`src/common/pzx_pkg.sv`:
```
package pzx_pkg;

    // ------------------------------------------------------------
    // Host registers and tape encoding
    // ------------------------------------------------------------
    localparam logic [7:0] reg_data     = 8'hfd;
    localparam logic [7:0] reg_data_inc = 8'hfc;
    localparam logic [7:0] reg_addr     = 8'hfb;

    localparam logic [7:0] tag_stop  = 8'd1;
    localparam logic [7:0] tag_pulse = 8'd2;
    localparam logic [7:0] tag_pause = 8'd4;   // Anything else is a full stop

    localparam int tape_addr_w    = 12;
    localparam int dur_scale_log2 = 3;         // One duration unit is 8 clocks

    // ------------------------------------------------------------
    // Types
    // ------------------------------------------------------------
    typedef logic [7:0]             byte_t;
    typedef logic [tape_addr_w-1:0] tape_addr_t;
    typedef logic [30:0]            duration_t;
    typedef logic [14:0]            pulse_count_t;

    typedef struct packed {
        byte_t addr;
        logic  rd;
        logic  wr;
        byte_t wdata;
    } host_bus_t;

    // Hold marks a pause, otherwise the timer toggles count times
    typedef struct packed {
        logic         hold;
        logic         set_level;
        logic         level;
        pulse_count_t count;
        duration_t    duration;
    } timer_cmd_t;

endpackage
```
`src/player/pulse_timer.sv`:
```
`timescale 1ns/1ps

module pulse_timer (
    input  logic                clk,
    input  logic                arst_n,
    input  logic                abort,
    input  pzx_pkg::timer_cmd_t cmd,
    input  logic                cmd_valid,
    output logic                cmd_ready,
    output logic                pulse_out
);
    import pzx_pkg::*;

    localparam int cnt_w = $bits(duration_t) + dur_scale_log2;

    logic             busy_q;
    logic             level_q;
    logic             hold_q;
    duration_t        dur_q;
    pulse_count_t     remain_q;
    logic [cnt_w-1:0] cnt_q;
    logic             accept;
    logic             expire;
    logic             zero_dur;
    logic             base_level;

    assign cmd_ready  = ~busy_q;
    assign pulse_out  = level_q;
    assign accept     = cmd_valid & cmd_ready;
    assign expire     = busy_q && (cnt_q == {dur_q, {dur_scale_log2{1'b0}}});
    assign zero_dur   = (cmd.duration == '0);
    assign base_level = cmd.set_level ? cmd.level : level_q;

    always_ff @(posedge clk or negedge arst_n) begin
        if (!arst_n) begin
            busy_q  <= 1'b0;
            level_q <= 1'b0;
        end else if (abort) begin
            busy_q <= 1'b0;   // Level stays where it is
        end else if (accept) begin
            if (cmd.hold) begin
                level_q <= base_level;
                busy_q  <= 1'b1;
            end else if (zero_dur) begin
                level_q <= base_level ^ cmd.count[0];   // Odd count flips once
            end else begin
                level_q <= base_level;
                busy_q  <= (cmd.count != '0);
            end
        end else if (expire) begin
            if (!hold_q) begin
                level_q <= ~level_q;
            end
            if (hold_q || remain_q == pulse_count_t'(1)) begin
                busy_q <= 1'b0;
            end
        end
    end

    // Duration counter, 8*D+1 cycles per period
    always_ff @(posedge clk) begin
        if (accept) begin
            hold_q   <= cmd.hold;
            dur_q    <= cmd.duration;
            remain_q <= cmd.count;
            cnt_q    <= '0;
        end else if (expire) begin
            remain_q <= remain_q - pulse_count_t'(1);
            cnt_q    <= '0;
        end else if (busy_q) begin
            cnt_q <= cnt_q + cnt_w'(1);
        end
    end

endmodule

```
`config.mk`:
```
export PLATFORM = sky130hd
export DESIGN_NAME = pulse_timer
export DESIGN_NICKNAME = d
export VERILOG_FILES = /design/src/common/pzx_pkg.sv /design/src/player/pulse_timer.sv
export SDC_FILE = /design/constraint.sdc
export NUM_CORES = 1
export LEC_CHECK = 0
export BUFFER_PORTS_ARGS = -buffer_cell sky130_fd_sc_hd__buf_2
export CAP_MARGIN = 20
export CELL_PAD_IN_SITES_DETAIL_PLACEMENT = 1
export CELL_PAD_IN_SITES_GLOBAL_PLACEMENT = 1
export CORE_MARGIN = 2
export CORE_UTILIZATION = 43
export CTS_CLUSTER_SIZE = 14
export DETAILED_ROUTE_END_ITERATION = 7
export GPL_TIMING_DRIVEN = 0
export HOLD_SLACK_MARGIN = 0.1
export PLACE_DENSITY = 0.73
export REMOVE_ABC_BUFFERS = 1
export SLEW_MARGIN = 20
export SYNTH_ARGS = -nofsm -noshare
export SYNTH_HDL_FRONTEND = slang
export SYNTH_SLANG_ARGS = --single-unit
export TNS_END_PERCENT = 30
```
`constraint.sdc`:
```
create_clock -name clk -period 3.4 [get_ports clk]
set_clock_uncertainty 0.1 [all_clocks]
set_input_delay 0.34 -clock clk [delete_from_list [all_inputs] [get_ports clk]]
set_output_delay 0.34 -clock clk [all_outputs]
set_load 0.005 [all_outputs]
```
# Yosys cells after proc, flatten, opt, wreduce, memory -nomap -nowiden
# Index checks and enable logic that the tools add are counted.
[word_totals] register_bits=83 latch_bits=0 ram_bits=0 romBits=0 inputBits=53 output_inout_bits=2 elab_cells=41 mem_count=0
[op_classes] add_sub_neg=2 n_mul=0 div=0 n_lt_le_gt_ge=0 eq_ne=4 shift=0 muxes=14 bitwise=5 n_reduce_logical=10
[ops] cell="$add A34 B1 Y34 const B" n=1
[ops] cell="$eq A34 B34 Y1" n=1
[ops] cell="$logic_not A31 Y1" n=1
[ops] cell="$mux W15" n=2
[ops] cell="$eq A15 B1 Y1 const B" n=1
[ops] cell="$reduce_bool A15 Y1" n=1
[ops] cell="$sub A15 B1 Y15 const B" n=1
[ops] cell="$mux W1" n=12
[ops] cell="$reduce_and A3 Y1" n=2
[ops] cell="$reduce_bool A3 Y1" n=2
[ops] cell="$ne A4 B4 Y1 const B" n=1
[ops] cell="$not A1 Y1" n=3
[ops] cell="$ne A2 B1 Y1 const B" n=1
[ops] cell="$reduce_bool A2 Y1" n=1
[ops] cell="$reduce_or A2 Y1" n=1
[ops] cell="$and A1 B1 Y1" n=1
[ops] cell="$logic_and A1 B1 Y1" n=1
[ops] cell="$logic_or A1 B1 Y1" n=1
[ops] cell="$xor A1 B1 Y1" n=1

# Depth between registers and ports, before layout
[logic_depth] word_depth=6 depth_mapped=8 mapped_depth_nobuf=7

# Worst setup path before layout
# Ideal clock, no wire load.
[synth_timing] path_type="register to register" startpoint="register busy_q" endpoint="register dur_q[0], enable pin" setup_ps=409 arrival_time_ps=1906 required_ps=2891 slack_ps=985 stages_incl_launch_ff=5 path_buffers=2 synth_period_minus_slack_ps=2415 path_cell_list="dfrtp_1 buf_2 nand2b_1 inv_1 clkbuf_1"
[synth_between] elab_chain_cells=2
[synth_lines] element="start, declared" line_no="pulse_timer.sv:16" text="logic busy_q;"
[synth_lines] element="start signal, assigned" line_no="pulse_timer.sv:48" text="busy_q <= (cmd.count != '0);"
[synth_lines] element="$not A1 Y1" line_no="pulse_timer.sv:27" text="assign cmd_ready = ~busy_q;"
[synth_lines] element="$and A1 B1 Y1" line_no="pulse_timer.sv:29" text="assign accept = cmd_valid & cmd_ready;"
[synth_lines] element="named net accept" line_no="pulse_timer.sv:22" text="logic accept;"
[synth_lines] element="end signal, assigned" line_no="pulse_timer.sv:64" text="dur_q <= cmd.duration;"
[synth_lines] element="end, declared" line_no="pulse_timer.sv:19" text="duration_t dur_q;"
# The timed path passes the listed nets, and every way through them passes these cells.
# A chain may end at the register's enable or synchronous reset.

# Final worst setup path
[layout_timing] startpoint="register busy_q" endpoint="register cnt_q[31]"
[layout_between] elab_chain_cells=3 word_cells_on_any_way=4 classes_between="bitwise: 2; reduce/logical: 2"
[layout_lines] element="$not A1 Y1" line_no="pulse_timer.sv:27"
[layout_lines] element="$and A1 B1 Y1" line_no="pulse_timer.sv:29"
[layout_lines] element="$reduce_or A2 Y1 (no source line)"
[layout_lines] element="end signal, assigned" line_no="pulse_timer.sv:71" text="cnt_q <= cnt_q + cnt_w'(1);"
[layout_lines] element="end, declared" line_no="pulse_timer.sv:21" text="logic [cnt_w-1:0] cnt_q;"
# Several ways; a longest one is shown, not always the timed one.

==> results.py <==
metrics = {
    "outcome": {
        "status": "complete, no violations",
    },
    "detailed_routing": {
        "vias": 3087,
        "route.detailed.drc": 0,
        "routed_wl_microns": 10600,
        "ant_nets": 0,
        "drt_iter0_drc": 64,
        "drt-vias-per-instance": 5.43,
        "wire_per_inst_microns": 18.6,
        "drt_first_pass_iters": 4,
    },
    "pwr": {
        "cellLeakagePower_nw": 1.91,
        "total_power_mw": 2.25,
        "power.density_nw_per_um2": 452,
        "peakVddDrop_uv": 181,
    },
    "critical_path": {
        "cp_max_fo": 11,
        "crit_required_ps": 3590,
        "cpMaxStageDelayCell": "nor3_2",
        "endpoint_kind": "flop",
        "startpoint": "busy_q$_DFFE_PN0P_",
        "crit_path_start_kind": "flop",
        "r2r_slack_ps": 660,
        "reg2reg_from": "busy_q$_DFFE_PN0P_",
        "r2r_end": "cnt_q[31]$_SDFFE_PP0P_",
        "cp_cell_sequence": "nand4_1 -> nor3_2 -> nand3_1 -> or4_1 -> a21oi_1",
        "slowest_delay_ps": 790,
        "critPathArrivalTime_ps": 2930,
        "r2r_cells": 5,
        "criticalPathCategory": "reg -> reg",
    },
    "synth": {
        "ys_seq_elements": 83,
        "ys.flop_type": "edfxtp_1",
        "synth_top_cell_area_share_pct": 35.7,
        "netlist_top_cells_count": "59 x xor2_1, 47 x edfxtp_1, 42 x nor2_1",
        "synth.area.top_cells": "edfxtp_1 36%, dfxtp_1 17%, xor2_1 13%, nor2_1 4.0%, nor4_1 3.8%",
        "synth_edf_count": 47,
        "yosys.area.top_type": "edfxtp_1",
        "synth.distinct_cells": 42,
        "seq_area_frac_synth_pct": 54.1,
        "postSynthAreaPerCell_sq_um": 10.9,
        "synth_cells": 363,
        "ys_async_sr_fraction_pct": 2.41,
        "syn-cell-area_sq_um": 3960,
        "yosysMostFrequentCell": "xor2_1",
        "yosys_warnings": 0,
    },
    "global_routing": {
        "antenna_found_initial": 0,
        "grt_usage_pct": 22.6,
        "grt_max_degree": 37,
        "overflow": 0,
        "grt_pass1_vias": 3334,
        "grt_pass1_wl_microns": 17200,
    },
    "cells_and_area": {
        "drive_gt1_share_pct": 19.0,
        "area_growth_pct": 25.9,
        "fill_cells": 988,
        "fin_nets": 510,
        "n_antenna_cell": 0,
    },
    "clock_network": {
        "h-tree-depth": 3,
        "clockBufferDepth": 2,
        "clock_tree.root_cell": "clkbuf_8",
        "clkSlewWorstSetupHoldPaths_ps": 90,
        "cts_tree": "yes",
        "insertion_delay_ps": 360,
        "cts_resized": 0,
        "numCtsBuffers": 9,
        "cts_sinks": 83,
    },
    "min_path": {
        "holdCritPathClass": "in -> reg",
        "hold_path_depth": 1,
        "hold_end": "hold_q$_DFFE_PP_",
        "min_from": "cmd[48]",
    },
    "die": {
        "row_count": 35,
        "start_util_pct": 43.7,
        "die_h_microns": 100,
        "core_area_sq_um": 9060,
        "die_area_sq_um": 9990,
        "pin_count": 55,
        "dieWidth_microns": 100,
    },
    "timing": {
        "rsz0062_at_grt": "no",
        "finalSetupViolations": 0,
        "finalCriticalPeriod_ps": 2740,
        "maxSlewViolCount": 0,
        "fmax_mhz": 365,
        "worst_slew_pin_slew_ps": 846,
        "hold_viol": 0,
        "setup_tns_ps": 0,
        "period_share_pct": 80.6,
        "slew_headroom_pct": 43.3,
    },
    "place": {
        "gp_congestion": 0.768,
        "port-buffer-count": 54,
        "hpwl_microns": 7300,
    },
    "run": {
        "max_cap_violations": 0,
    },
}
power by group:
group          leakage, nW  internal, mW  switching [mW]
combinational         1.05         0.111           0.119
clock                0.121         0.487           0.373
sequential           0.747          1.12          0.0410
total                 1.91          1.72           0.533
area by class of cell:
class | instances | area, sq um | share of cell area (%)
Sequential cell | 83 | 2140 | 43.0
Multi-Input combinational cell | 261 | 1750 | 35.2
Timing Repair Buffer | 91 | 683 | 13.7
Tap cell | 111 | 139 | 2.79
Clock buffer | 9 | 124 | 2.49
Clock inverter | 7 | 116 | 2.34
Inverter | 7 | 26.3 | 0.527
registers in the layout (all words and copies together), names as in the netlist:
register,flops
busy_q,1
cnt_q,34
dur_q,31
hold_q,1
pulse_out,1
remain_q,15
cell families after synthesis:
kind of cell | share of synthesized area (%)
AOI/OAI and AO/OA | 4.55
xor gates and xnor gates | 16.2
adders and majority gates | 1.26
buffers and inverters | 2.09
DFF | 54.1
muxes | 0.506
and+or+nand+nor | 21.3
critical path: cells and delay by family, from the launching register on:
kind / cells / cell delay, ps
DFF: 1 / 500
AOI/OAI and AO/OA: 1 / 140
and+or+nand+nor: 4 / 1920
cell usage in the layout, fill, tap and decap left out, types with 9 or more instances in the layout:
| master | instances |
|---|---|
| buf_2 | 54 |
| clkbuf_8 | 9 |
| dfxtp_1 | 34 |
| dlygate4sd3_1 | 33 |
| edfxtp_1 | 47 |
| nand2_1 | 22 |
| nand3_1 | 10 |
| nand4_1 | 17 |
| nor2_1 | 42 |
| nor4_1 | 24 |
| xnor2_1 | 14 |
| xor2_1 | 59 |
per-layer routing:
layer	share of wire, %	up-vias	GRT usage, %
li1	-	1481	-
met1	42	1512	27.6
met2	52	79	40.0
met3	3.9	15	4.46
met4	2.2	0	7.69
met5	0	-	0
what timing repair did:
item,4_1_cts,5_1_grt
buffers inserted,0,0
hold endpoints to repair,34,0
hold buffers,33,0
through the flow:
stage | cells | hold WS (ps) | util [%] | setup slack, ps | cell area, sq um
2_1_floorplan | 351 | -55.6 | - | 800 | 3900
4_1_cts | 569 | 130 | 55.0 | 662 | 4980
3_3_place_gp | 516 | 34.2 | 47.6 | -222 | 4310
6_report | 569 | 128 | 55.0 | 661 | 4980
3_5_place_dp | 520 | 35.8 | 48.7 | 676 | 4410
5_1_grt | 569 | 125 | 55.0 | 399 | 4980
worst max path at each step:
stage | cells past startpoint | to
5_1_grt | 5 | cnt_q[31]$_SDFFE_PP0P_
3_5_place_dp | 6 | pulse_out$_DFFE_PN0P_
4_1_cts | 6 | pulse_out$_DFFE_PN0P_
2_1_floorplan | 4 | remain_q[0]$_DFFE_PP_
6_report | 5 | cnt_q[31]$_SDFFE_PP0P_
3_3_place_gp | 4 | remain_q[11]$_DFFE_PP_
(Power assumes the default switching activity.)
