**src/common/pzx_pkg.sv**
```systemverilog
package pzx_pkg;

    // ------------------------------------------------------------
    // Host registers and tape encoding
    // ------------------------------------------------------------
    localparam logic [7:0] reg_data     = 8'hfd;
    localparam logic [7:0] reg_data_inc = 8'hfc;
    localparam logic [7:0] reg_addr     = 8'hfb;

    localparam logic [7:0] tag_stop  = 8'd1;
    localparam logic [7:0] tag_pulse = 8'd2;
    localparam logic [7:0] tag_pause = 8'd4;   // Anything else is a full stop

    localparam int tape_addr_w    = 12;
    localparam int dur_scale_log2 = 3;         // One duration unit is 8 clocks

    // ------------------------------------------------------------
    // Types
    // ------------------------------------------------------------
    typedef logic [7:0]             byte_t;
    typedef logic [tape_addr_w-1:0] tape_addr_t;
    typedef logic [30:0]            duration_t;
    typedef logic [14:0]            pulse_count_t;

    typedef struct packed {
        byte_t addr;
        logic  rd;
        logic  wr;
        byte_t wdata;
    } host_bus_t;

    // Hold marks a pause, otherwise the timer toggles count times
    typedef struct packed {
        logic         hold;
        logic         set_level;
        logic         level;
        pulse_count_t count;
        duration_t    duration;
    } timer_cmd_t;

endpackage
```
**src/rtl/host_regs.sv**
```systemverilog
`timescale 1ns/1ps

module host_regs (
    input  logic                 clk,
    input  logic                 arst_n,
    input  pzx_pkg::host_bus_t   bus,
    input  logic                 playing,
    input  pzx_pkg::byte_t       host_rdata,
    output pzx_pkg::byte_t       rdata,
    output pzx_pkg::tape_addr_t  host_addr,
    output logic                 host_we,
    input  logic                 play_in,
    input  logic                 stop_in,
    output logic                 play_toggle,
    output logic                 stop_req
);
    import pzx_pkg::*;

    logic       rd_q;
    logic       wr_q;
    logic       inc_pend_q;
    tape_addr_t ptr_q;
    logic [1:0] play_sync_q;
    logic [1:0] stop_sync_q;
    logic       data_sel;
    logic       rd_rise;
    logic       wr_rise;
    logic       strobe_end;

    // ------------------------------------------------------------
    // Strobe edges and register decode
    // ------------------------------------------------------------
    assign data_sel   = (bus.addr == reg_data) || (bus.addr == reg_data_inc);
    assign rd_rise    = bus.rd & ~rd_q & ~playing;
    assign wr_rise    = bus.wr & ~wr_q & ~playing;
    assign strobe_end = (rd_q | wr_q) & ~bus.rd & ~bus.wr;

    assign host_addr = ptr_q;
    assign host_we   = wr_rise & data_sel;

    // RAM output is valid once the strobe has been high for a cycle
    assign rdata = (bus.rd && rd_q && data_sel && !playing) ? host_rdata : '0;

    always_ff @(posedge clk or negedge arst_n) begin
        if (!arst_n) begin
            rd_q       <= 1'b0;
            wr_q       <= 1'b0;
            inc_pend_q <= 1'b0;
            ptr_q      <= '0;
        end else begin
            rd_q <= bus.rd;
            wr_q <= bus.wr;
            if ((rd_rise || wr_rise) && bus.addr == reg_data_inc) begin
                inc_pend_q <= 1'b1;
            end else if (strobe_end) begin
                inc_pend_q <= 1'b0;
                if (inc_pend_q) begin
                    ptr_q <= ptr_q + tape_addr_t'(1);
                end
            end
            if (wr_rise && bus.addr == reg_addr) begin
                ptr_q <= {ptr_q[tape_addr_w-9:0], bus.wdata};   // Shift in low byte
            end
        end
    end

    // ------------------------------------------------------------
    // Button synchronizers
    // ------------------------------------------------------------
    assign play_toggle = play_sync_q[0] & ~play_sync_q[1];
    assign stop_req    = stop_sync_q[0] & ~stop_sync_q[1];

    always_ff @(posedge clk or negedge arst_n) begin
        if (!arst_n) begin
            play_sync_q <= 2'b00;
            stop_sync_q <= 2'b00;
        end else begin
            play_sync_q <= {play_sync_q[0], play_in};
            stop_sync_q <= {stop_sync_q[0], stop_in};
        end
    end

endmodule

```
**config.mk**
```make
export PLATFORM = sky130hd
export DESIGN_NAME = host_regs
export DESIGN_NICKNAME = d
export VERILOG_FILES = /design/src/common/pzx_pkg.sv /design/src/rtl/host_regs.sv
export SDC_FILE = /design/constraint.sdc
export NUM_CORES = 1
export LEC_CHECK = 0
export BUFFER_PORTS_ARGS = -buffer_cell sky130_fd_sc_hd__buf_2
export CORE_MARGIN = 2
export CORE_UTILIZATION = 45
export CTS_CLUSTER_DIAMETER = 40
export DETAILED_ROUTE_END_ITERATION = 10
export PLACE_DENSITY = 0.84
export SYNTH_ARGS = -nofsm -noshare
export SYNTH_HDL_FRONTEND = slang
export SYNTH_SLANG_ARGS = --single-unit
```
**constraint.sdc**
```tcl
create_clock -name clk -period 2.65 [get_ports clk]
set_input_delay 0.1325 -clock clk [delete_from_list [all_inputs] [get_ports clk]]
set_output_delay 0.1325 -clock clk [all_outputs]
set_load 0.1 [all_outputs]
```
**Word-level counts from Yosys, hierarchy flattened**

Index checks and enable logic that the tools add are counted.

- Register bits after elaboration: 19
- Output and inout bits: 23
- Input port bits: 31

- Reduce and logical (&&, ||, !) cells: 12
- Equality and inequality tests: 4
- Muxes and demuxes: 7
- $add $sub $neg: 1
- Bitwise operators: 17

Operators by type and width:

| kind | count |
|---|---|
| 12-bit two-way mux | 4 |
| 8-bit equality test (second input constant) | 3 |
| 12-bit by 1-bit adder with 12-bit output (second input constant) | 1 |
| 1-bit bitwise AND | 9 |
| 8-bit two-way mux | 1 |
| 1-bit inverter | 7 |
| 2-bit nonzero test | 3 |
| 1-bit logical AND | 5 |
| 3-bit AND reduction | 1 |
| 1-bit logical OR | 2 |
| 1-bit two-way mux | 2 |
| 2-bit by 1-bit != test with 1-bit output (second input constant) | 1 |
| 1-bit zero test | 1 |
| 1-bit bitwise OR | 1 |

**Logic depth before layout (Yosys ltp)**

Gate-level depths: netlist (run 1).

- Depth after elaboration: 7
- Mapped depth: 6
- Depth with buffers taken out: 5

**Worst setup path before layout (run 1)**

OpenSTA, ideal clock, no wires.

- Path kind: flip-flop to flip-flop
- From: reg ptr_q[1] (netlist: host_addr[1])
- To: reg ptr_q[10] (netlist: host_addr[10])
- Path slack: 330 ps
- Data arrival time: 2143 ps
- Cell stages (with the launch flop): 6
- Path through: dfrtp_1 -> ha_1 -> nand2_1 -> or4_1 -> nand3_1 -> o311ai_0

- Word-level cells in the longest chain between the ends: 5

Ends and longest elaborated chain:

| item | RTL line | source |
|---|---|---|
| start, declared | host_regs.sv:22 | `tape_addr_t ptr_q;` |
| start signal, assigned | host_regs.sv:58 | `ptr_q <= ptr_q + tape_addr_t'(1);` |
| start signal, assigned | host_regs.sv:62 | `ptr_q <= {ptr_q[tape_addr_w-9:0], bus.wdata};` |
| 12-bit by 1-bit adder with 12-bit output | host_regs.sv:58 |  |
| 12-bit two-way mux | host_regs.sv:57 | `if (inc_pend_q) begin` |
| 12-bit two-way mux | host_regs.sv:55 | `end else if (strobe_end) begin` |
| 12-bit two-way mux | host_regs.sv:53 | `if ((rd_rise \|\| wr_rise) && bus.addr == reg_data_inc) begin` |
| 12-bit two-way mux | host_regs.sv:61 | `if (wr_rise && bus.addr == reg_addr) begin` |

Every way passes these cells. The select of a mux whose other input is x is not followed.
A chain may end at the register's enable or synchronous reset.

**Worst setup path after layout (run 1)**

- From: in bus[9] in the netlist's numbering
- To: reg ptr_q[5] (netlist: host_addr[5])

- Word-level cells in the longest chain between the ends: 6

Ends and longest elaborated chain:

| item | RTL line | source |
|---|---|---|
| start, declared | host_regs.sv:6 | `input pzx_pkg::host_bus_t bus,` |
| 1-bit bitwise AND (2 in series) | host_regs.sv:34 | `assign rd_rise = bus.rd & ~rd_q & ~playing;` |
| 1-bit logical OR | host_regs.sv:53 |  |
| 1-bit logical AND | host_regs.sv:53 |  |
| 2-bit by 1-bit != test with 1-bit output (no line) | n/a |  |
| 3-bit AND reduction (no line) (*) | n/a |  |

Every way passes the cells marked *; elsewhere a longest branch is shown, timed or not.

==> results of run 1 <==
worst max path at each step:
stage | startpoint | endpoint | slack (ns) | cells past startpoint
final | bus[9] | host_addr[5] | 0.61 | 6
after floorplan | host_addr[1] | host_addr[10] | 0.33 | 5
after detailed placement | playing | rdata[4] | 0.86 | 6
after global placement | playing | rdata[2] | 0.91 | 6
after global routing | bus[9] | host_addr[5] | 0.51 | 6
after CTS | bus[8] | host_addr[5] | 0.64 | 6
routing by layer:
layer	vias to the layer above	wire length, µm
met4	0	50
met5	-	0
met2	60	1360
met3	7	207
met1	540	1120
li1	545	-
power by group:
part           total (mW)  internal, mW  switching (mW)  leakage (nW)
clock network       0.147        0.0587          0.0881        0.0150
logic               0.150        0.0402           0.109         0.490
registers           0.319         0.303          0.0161         0.226
total               0.615         0.402           0.214         0.731
flip-flops by register name, summed over array words and instances, names as in the netlist:
register / cells
inc_pend_q: 1
wr_q: 1
rd_q: 1
play_sync_q: 2
stop_sync_q: 2
host_addr: 12
cell usage in the layout, fill, tap and decap left out, types with 2 or more instances in the layout:
cell,n
a31oi_1,3
inv_1,8
buf_2,53
o221a_2,2
and2_1,9
dfrtp_1,19
mux2_2,2
and3_1,3
nand3_1,7
a311oi_1,3
mux2i_1,4
clkbuf_4,3
a32oi_1,2
nor2_1,9
dlygate4sd3_1,5
nor2b_1,3
nor4_1,2
o21ai_0,4
nor3_1,6
nand2_1,8
layout make-up:
class / count / area (µm²) / share of cell area (%)
well taps: 28 / 35.0 / 2.41
multi-input cells: 85 / 572 / 39.3
flip-flops and latches: 19 / 475 / 32.7
repair buffers: 58 / 315 / 21.7
inverters: 8 / 30.0 / 2.07
clock buffers: 4 / 26.3 / 1.81
metrics by stage:
step / power [mW] / cells
after floorplan: 0.419 / 115
after global placement: 0.466 / 193
after detailed placement: 0.469 / 193
after CTS: 0.620 / 202
after global routing: 0.642 / 202
final: 0.615 / 202
logic make-up after synthesis:
| logic type | synth area share, % |
|---|---|
| flip-flops | 43.5 |
| AND/OR/NAND/NOR | 29.1 |
| multiplexers | 5.73 |
| AO/OA/AOI/OAI | 16.4 |
| adder cells (fa/ha/maj) | 1.15 |
| buffers and inverters | 4.12 |
worst min-delay path: stages:
cell and delay (ns):
buf_2 0.08, a22oi_1 0.06, o21ai_0 0.08
==> flow_summary.yaml, run 1 <==
timing:
  slew_viol_final: 0
  finalSetupViolations: 0
  fin_skew_ns: 0.00231
  rsz0062_at_grt: "no"
  max_slew_margin_pct: 45.9
  fmax_mhz: 490
  tightest_slew_ns: 0.805
  hold_slack_ns: 0.0854
  finalHoldViolations: 0
  fin_crit_ns: 2.04
  setup_ws_ns: 0.611
  fin_setup_tns_ns: 0
  period_share_pct: 77.0
placement:
  hpwl_um: 2090
  place_area_mm2: 0.00138
  port-buffer-count: 53
  place_congestion: 0.864
  pre_cts_slack_ns: 0.861
run:
  maxCapViolCount: 0
worst_setup_path:
  critPathKind: "in2reg"
  reg2reg_from: "wr_q"
  endpoint_kind: "flop"
  critPathMaxFanout: 16
  required_ns: 2.87
  arrival_ns: 2.26
  crit_buf_inv: 2
  cp_slowest_cell: "and3_1"
  r2r_end: "host_addr[5]"
  crit_family: "simple AND/OR/NAND/NOR gates"
  crit_chain: "dlygate4sd3_1 -> buf_2 -> nor2_1 -> and3_1 -> mux2_2 -> a211oi_2"
  r2r_setup_slack_ns: 0.82
  rr_worst_depth: 4
  cp-start-kind: "primary input"
  max_stage_delay_ns: 0.61
global_routing:
  grt_use_met2_pct: 37.2
  globalRoute.busiestLayer: "met2"
  antenna_found_initial: 0
  overflow: 0
  grt_pass1_wl_um: 4330
  use_met3_pct: 5.65
  grt_max_degree: 20
  track_usage_pct: 21.1
  grtUsageMet1_pct: 23.2
  first_global_vias: 1080
floorplan:
  rows: 17
  design.core.area_mm2: 0.00225
  die_area_mm2: 0.00284
  io_pins: 54
  die_y_um: 53.3
  initial_core_util_pct: 48.4
  die_width_um: 53.3
drt:
  vias: 1152
  routed_wl_um: 2740
  drt_iter0_markers: 21
  drt_pass1_iterations: 4
  avgRoutedWirePerCell_um: 13.6
  detail-route-antenna-nets: 0
  viasPerCell: 5.70
  drcViolationCount: 0
cts:
  ctsResizeCount: 0
  insertion_delay_ns: 0.30
  cts_hold_buf: 5
  path_clk_slew_ns: 0.10
  cts-root-buf: "clkbuf_4"
  cts_buffer_depth: 2
  post-cts-setup-buffers: 0
  ctsHtreeMaxLevel: 1
  cts-buffers-inserted: 3
  cts_tree: "done"
  cts.sinks: 19
finish:
  final_core_util_pct: 64.5
  finalInstanceArea_mm2: 0.00145
  diodes: 0
  synthToLayoutAreaGrowth_pct: 33.1
  fill_cells: 201
  layout-drive-gt1-share_pct: 36.8
  nets: 207
logic_synthesis:
  syn-instance-count: 115
  synth-edff-count: 0
  synth_nets: 147
  ys_ff_latch: 19
  postSynthAreaPerCell_um2: 9.50
  synth_flop_cell: "dfrtp_1"
  ys_types: 36
  yosys.area.top_type: "dfrtp_1"
  synth.most_common_cell: "dfrtp_1"
  syn-cell-area_mm2: 0.00109
  yosys_warnings: 0
  synth_seq_area_share_pct: 43.5
  synth_area_leaders: "dfrtp_1 44%, and2_1 5.2%, mux2i_1 3.7%"
  yosys.area.top_type_share_pct: 43.5
  synth-async-reset-ratio_pct: 100
  synthTopCellsByCount: "19 x dfrtp_1, 9 x and2_1, 9 x nor2_1, 8 x inv_1, 8 x nand2_1"
pwr:
  p_leak_nw: 0.731
  ir_worst_vdd_mv: 0.235
  power.density_mw_per_mm2: 423
worst_hold_path:
  hold_class: "in2reg"
  hold_depth: 3
  holdCritStartpoint: "bus[0]"
  min_to: "host_addr[0]"
outcome:
  status: "finished, final reports clean"
Power figures use the tool's default switching activity.
==> run 2: changes to the inputs <==
- ABC_AREA: default -> 1
- CORE_UTILIZATION: 45 -> 42
- PLACE_DENSITY: 0.84 -> 0.8
- clock period: 2.65 -> 1.7 ns (I/O delays scaled with it)
==> run 2 against run 1 <==
Compared with the run above:
- synthesized cell count rose by 63%
- worst hold slack got worse by 0.060 ns
- global-route usage fell by 2.3 points
- largest power group unchanged
- wire length rose by 7.4%
- critical path type is now in2out
- highest routed layer unchanged
- the flow now finishes with violations (DRC)
- count of clock-buffer cells in the layout did not move
==> flow_summary.yaml, run 2 <==
finish:
  layout.cells.most_common_list: "54 x nand2_1, 44 x buf_2, 35 x inv_1"
  largest_register_ffs: 12
  synthToLayoutAreaGrowth_pct: 41.3
  final_core_util_pct: 63.3
  fill_cells: 252
  nets: 281
  layout-drive-gt1-share_pct: 29.8
  final_common_cell: "nand2_1"
  diodes: 0
worst_setup_path:
  cp_slowest_cell: "dlygate4sd3_1"
  endpoint_kind: "output pin"
  critPathKind: "in2out"
  max_stage_delay_ns: 0.53
  critPathMaxFanout: 4
  required_ns: 1.62
  startpoint: "bus[8]"
  cp-start-kind: "primary input"
  arrival_ns: 1.47
  reg2reg_from: "host_addr[0]"
  crit_chain: "dlygate4sd3_1 -> buf_2 -> nand3_2 -> nor4_4 -> buf_4"
worst_hold_path:
  hold_class: "in2reg"
  holdCritStartpoint: "bus[4]"
floorplan:
  rows: 19
  io_pins: 54
  die_y_um: 58.7
  die_width_um: 58.7
  die_area_mm2: 0.00345
  design.core.area_mm2: 0.00281
  initial_core_util_pct: 44.8
drt:
  avgRoutedWirePerCell_um: 10.6
  drt_iter0_markers: 61
  routed_wl_um: 2950
  vias: 1315
  detail-route-antenna-nets: 0
  drcViolationCount: 2
  drt_pass1_iterations: 7
  viasPerCell: 4.71
cts:
  insertion_delay_ns: 0.30
  path_clk_slew_ns: 0.11
  cts.sinks: 19
  post-cts-setup-buffers: 0
  cts-root-buf: "clkbuf_4"
  cts_tree: "done"
  ctsHtreeMaxLevel: 1
  cts_buffer_depth: 2
  cts-buffers-inserted: 3
logic_synthesis:
  synth_nets: 219
  muxShareOfSynthArea_pct: 0
  synth_compound_area_share_pct: 2.09
  yosys.area.top_type_share_pct: 37.8
  yosys_warnings: 0
  synth_seq_area_share_pct: 37.8
  synthTopCellsByCount: "54 x nand2_1, 35 x inv_1, 29 x nor2_1, 22 x nand3_1, 19 x dfrtp_1"
  synth_top_family_by_area: "simple AND/OR/NAND/NOR gates"
  synth.most_common_cell: "nand2_1"
  synth_fa_ha_area_share_pct: 0.995
  yosys.area_share.xor_xnor_pct: 2.09
  synth_area_leaders: "dfrtp_1 38%, nand2_1 16%, inv_1 10%"
  syn-cell-area_mm2: 0.00126
  ys_types: 23
  ys_ff_latch: 19
  synth-async-reset-ratio_pct: 100
  syn-instance-count: 187
  synth-edff-count: 0
  postSynthAreaPerCell_um2: 6.72
  synth_flop_cell: "dfrtp_1"
  synthSimpleGateAreaFrac_pct: 44.7
  yosys.area.top_type: "dfrtp_1"
outcome:
  status: "finished, violations left"
  violations: "DRC"
pwr:
  clock_power_share_pct: 23.7
  seqPwrFrac_pct: 51.3
  p_comb_share_pct: 25.0
  p_sw_mw: 0.328
  netSwitchingFraction_pct: 34.2
  p_leak_nw: 0.968
  ir_worst_vdd_mv: 0.491
  internal_power_mw: 0.631
  power.density_mw_per_mm2: 540
global_routing:
  first_global_vias: 1263
  overflow: 0
  track_usage_pct: 18.8
  grt_pass1_wl_um: 5030
  grt_max_degree: 20
  antenna_found_initial: 0
timing:
  finalSetupViolations: 0
  fin_skew_ns: 0.0109
  period_share_pct: 91.4
  finalHoldViolations: 0
  rsz0062_at_grt: "no"
  fin_crit_ns: 1.55
  tightest_slew_ns: 0.498
  hold_slack_ns: 0.0256
  fmax_mhz: 643
  slew_viol_final: 0
  max_slew_margin_pct: 67.0
run:
  maxCapViolCount: 0
placement:
  port-buffer-count: 53
  place_congestion: 0.852
  hpwl_um: 2320
run 2: cell count changes after synthesis, sizes merged, moves of 5 or more:
cell	before	now
and2	9	0
inv	8	35
nand2	8	55
nand3	7	24
nor2	9	34
nor3	6	1
run 2: kinds of logic (layout without fill, tap and decap cells):
| kind of cell | Yosys count | after routing |
|---|---|---|
| compound gates | 5 | 5 |
| flops | 19 | 19 |
| xor+xnor | 3 | 3 |
| buf+inv | 38 | 99 |
| fa+ha+maj | 1 | 1 |
| simple gates | 121 | 121 |
run 2: layout make-up:
type	instances	area (µm²)	share of cell area [%]
multi-input cells	130	642	36.1
inverters	35	131	7.39
flip-flops and latches	19	483	27.2
well taps	31	38.8	2.18
clock buffers	4	26.3	1.48
repair buffers	60	455	25.6
run 2: path summary, 6_finish.rpt:
kind / slack, ns / cells after the start / end
max in group asynchronous: 1.11 / 2 / host_addr[1]
worst max register to register: 0.37 / 8 / host_addr[8]
worst min register to register: 0.39 / 0 / stop_sync_q[1]
worst max-delay path: 0.15 / 5 / host_we
worst min-delay path: 0.03 / 3 / host_addr[4]
min in group asynchronous: 0.25 / 2 / host_addr[10]
run 2: worst max-delay path, delay by kind of cell:
family	cells	cell delay, ns
buffers and inverters	3	0.99
AND/OR/NAND/NOR	2	0.39
run 2: power groups by stage:
stage	clock [mW]	combinational (mW)	sequential (mW)
5_1_grt	0.256	0.260	0.496
3_3_place_gp	0	0.228	0.499
2_1_floorplan	0	0.0862	0.575
4_1_cts	0.244	0.242	0.492
3_5_place_dp	0	0.231	0.501
6_report	0.228	0.240	0.492
run 2: layer usage:
metal	up-vias	part of all wire (%)	global-route usage, %
met2	44	49	33.1
met4	0	0.61	5.19
met1	572	43	22.3
li1	695	-	-
met3	4	6.8	5.49
met5	-	0	0
run 2: per-stage QoR:
stage	area [µm²]	std cells	setup TNS [ns]	setup WS, ns	power (mW)
2_1_floorplan	1280	187	-2.59	-0.324	0.661
3_3_place_gp	1690	269	0	0.370	0.728
3_5_place_dp	1690	269	0	0.338	0.732
4_1_cts	1780	279	0	0.130	0.977
5_1_grt	1780	279	0	0.0456	1.01
6_report	1780	279	0	0.145	0.960
run 2: timing repair:
item                                   in CTS  in global routing
hold buffers                                6                  0
setup endpoints to repair                   1                  0
endpoints found under the hold margin      24                  0
resized for setup                           1                  0
==> run 3: changes to the inputs <==
--- a/config.mk
+++ b/config.mk
@@ -13,3 +13,3 @@
 export DETAILED_ROUTE_END_ITERATION = 10
-export PLACE_DENSITY = 0.8
+export PLACE_DENSITY = 0.75
 export SYNTH_ARGS = -nofsm -noshare
==> constraint.sdc (replaced) <==
create_clock -name clk -period 1.4 [get_ports clk]
set_input_delay 0.07 -clock clk [delete_from_list [all_inputs] [get_ports clk]]
set_output_delay 0.07 -clock clk [all_outputs]
set_load 0.005 [all_outputs]
==> run 3 against run 2 <==
Compared with the run above:
- the run still ends with DRC left
- worst hold slack worse by 0.022 ns
- via count is 1.3% higher
- wire length up 2.2%
- critical path type is now reg2out
- highest routed layer unchanged
==> flow_summary.yaml, run 3 (same netlist as run 2, synthesis figures left out) <==
finish:
  fill_cells: 283
  layout-drive-gt1-share_pct: 30.3
  largest_register_ffs: 12
  final_core_util_pct: 60.5
  layout.cells.most_common_list: "54 x nand2_1, 52 x buf_2, 34 x inv_1"
  nets: 284
  final_cells: 282
  diodes: 0
  final_common_cell: "nand2_1"
  synthToLayoutAreaGrowth_pct: 35.0
drt:
  vias: 1332
  drcViolationCount: 4
  routed_wl_um: 3010
  viasPerCell: 4.72
  detail-route-antenna-nets: 0
  drt_pass1_iterations: 7
  avgRoutedWirePerCell_um: 10.7
  drt_iter0_markers: 58
pwr:
  power_mw: 1.06
  p_leak_nw: 0.969
  ir_worst_vdd_mv: 0.313
  power.density_mw_per_mm2: 624
timing:
  finalSetupViolations: 0
  fin_setup_tns_ns: 0
  slew_viol_final: 0
  finalHoldViolations: 0
  rsz0062_at_grt: "no"
  max_slew_margin_pct: 70.9
  fmax_mhz: 775
  fin_crit_ns: 1.29
  fin_skew_ns: 0.00200
  hold_slack_ns: 0.00373
  tightest_slew_ns: 0.437
  period_share_pct: 92.1
worst_setup_path:
  rr_worst_depth: 8
  critPathMaxFanout: 3
  endpoint_kind: "output pin"
  r2r_end: "host_addr[0]"
  critPathKind: "reg2out"
  required_ns: 1.33
  cp-start-kind: "flop"
  r2r_setup_slack_ns: 0.13
  arrival_ns: 1.22
  reg2reg_from: "wr_q"
cts:
  cts-root-buf: "clkbuf_4"
  path_clk_slew_ns: 0.11
  cts-buffers-inserted: 3
  insertion_delay_ns: 0.29
  ctsHtreeMaxLevel: 1
  cts_buffer_depth: 2
  cts.sinks: 19
  cts_tree: "done"
global_routing:
  track_usage_pct: 19.0
  overflow: 0
  first_global_vias: 1173
  antenna_found_initial: 0
  grt_max_degree: 20
  grt_pass1_wl_um: 5040
worst_hold_path:
  holdCritStartpoint: "bus[0]"
  hold_depth: 3
  hold_class: "in2reg"
  min_to: "host_addr[0]"
floorplan:
  die_width_um: 58.7
  design.core.area_mm2: 0.00281
  die_area_mm2: 0.00345
  initial_core_util_pct: 44.8
  io_pins: 54
  die_y_um: 58.7
  rows: 19
placement:
  hpwl_um: 2240
  placedCellCount: 273
  place_congestion: 0.842
  port-buffer-count: 53
run:
  maxCapViolCount: 0
outcome:
  violations: "DRC"
  status: "finished, violations left"
-- run 3: changes by cell type in the layout (fill, tap and decap cells not counted), moves of 2 or more --
cell	change
buf_12	-8
buf_2	+8
buf_4	+3
dfrtp_1	+6
dfrtp_2	-6
nor2_1	-2
nor2_4	+2
-- run 3: metal layers --
layer	up-vias	track usage, %	share of wire (%)
met5	-	0	0
met2	53	30.7	47
met4	0	7.47	1.3
met1	578	26.1	45
li1	699	-	-
met3	2	1.98	6.5
-- run 3: power by group --
part / internal (mW) / switching [mW] / total [mW]
logic: 0.0920 / 0.0999 / 0.192
registers: 0.571 / 0.0208 / 0.591
clock network: 0.111 / 0.166 / 0.277
-- run 3: layout make-up --
| type | count | area (µm²) | share of cell area, % |
|---|---|---|---|
| Clock buffer | 4 | 26.3 | 1.55 |
| Inverter | 35 | 131 | 7.74 |
| Tap cell | 31 | 38.8 | 2.28 |
| Sequential cell | 19 | 475 | 28.0 |
| Timing Repair Buffer | 63 | 359 | 21.1 |
| Multi-Input combinational cell | 130 | 667 | 39.3 |
-- run 3: how the worst max path moves through the flow --
stage	start	endpoint	slack, ns
after floorplan	host_addr[1]	host_addr[8]	0.15
after global placement	wr_q	host_addr[0]	0.07
after detailed placement	wr_q	host_addr[0]	0.03
after CTS	wr_q	host_we	0.01
after global routing	host_addr[0]	host_addr[8]	0.0007
final	wr_q	host_we	0.11
-- run 3: critical path: stages, from the launching register on --
cell     delay, ns
dfrtp_1       0.39
inv_2         0.06
nand3_2       0.08
buf_6         0.14
nor4_4        0.11
buf_2         0.14
-- run 3: stage by stage --
stage / setup slack, ns / instance area [µm²]
finish: 0.110 / 1700
global route: 0.000747 / 1700
CTS: 0.0142 / 1660
detailed placement: 0.0349 / 1580
global placement: 0.0657 / 1580
floorplan: 0.155 / 1260
-- run 3: repair_timing --
item,CTS,global route
hold endpoints to repair,23,0
buffers inserted,0,1
hold buffers,5,0
resized for setup,3,7
pin swaps,0,4
endpoints found under the setup margin,1,16
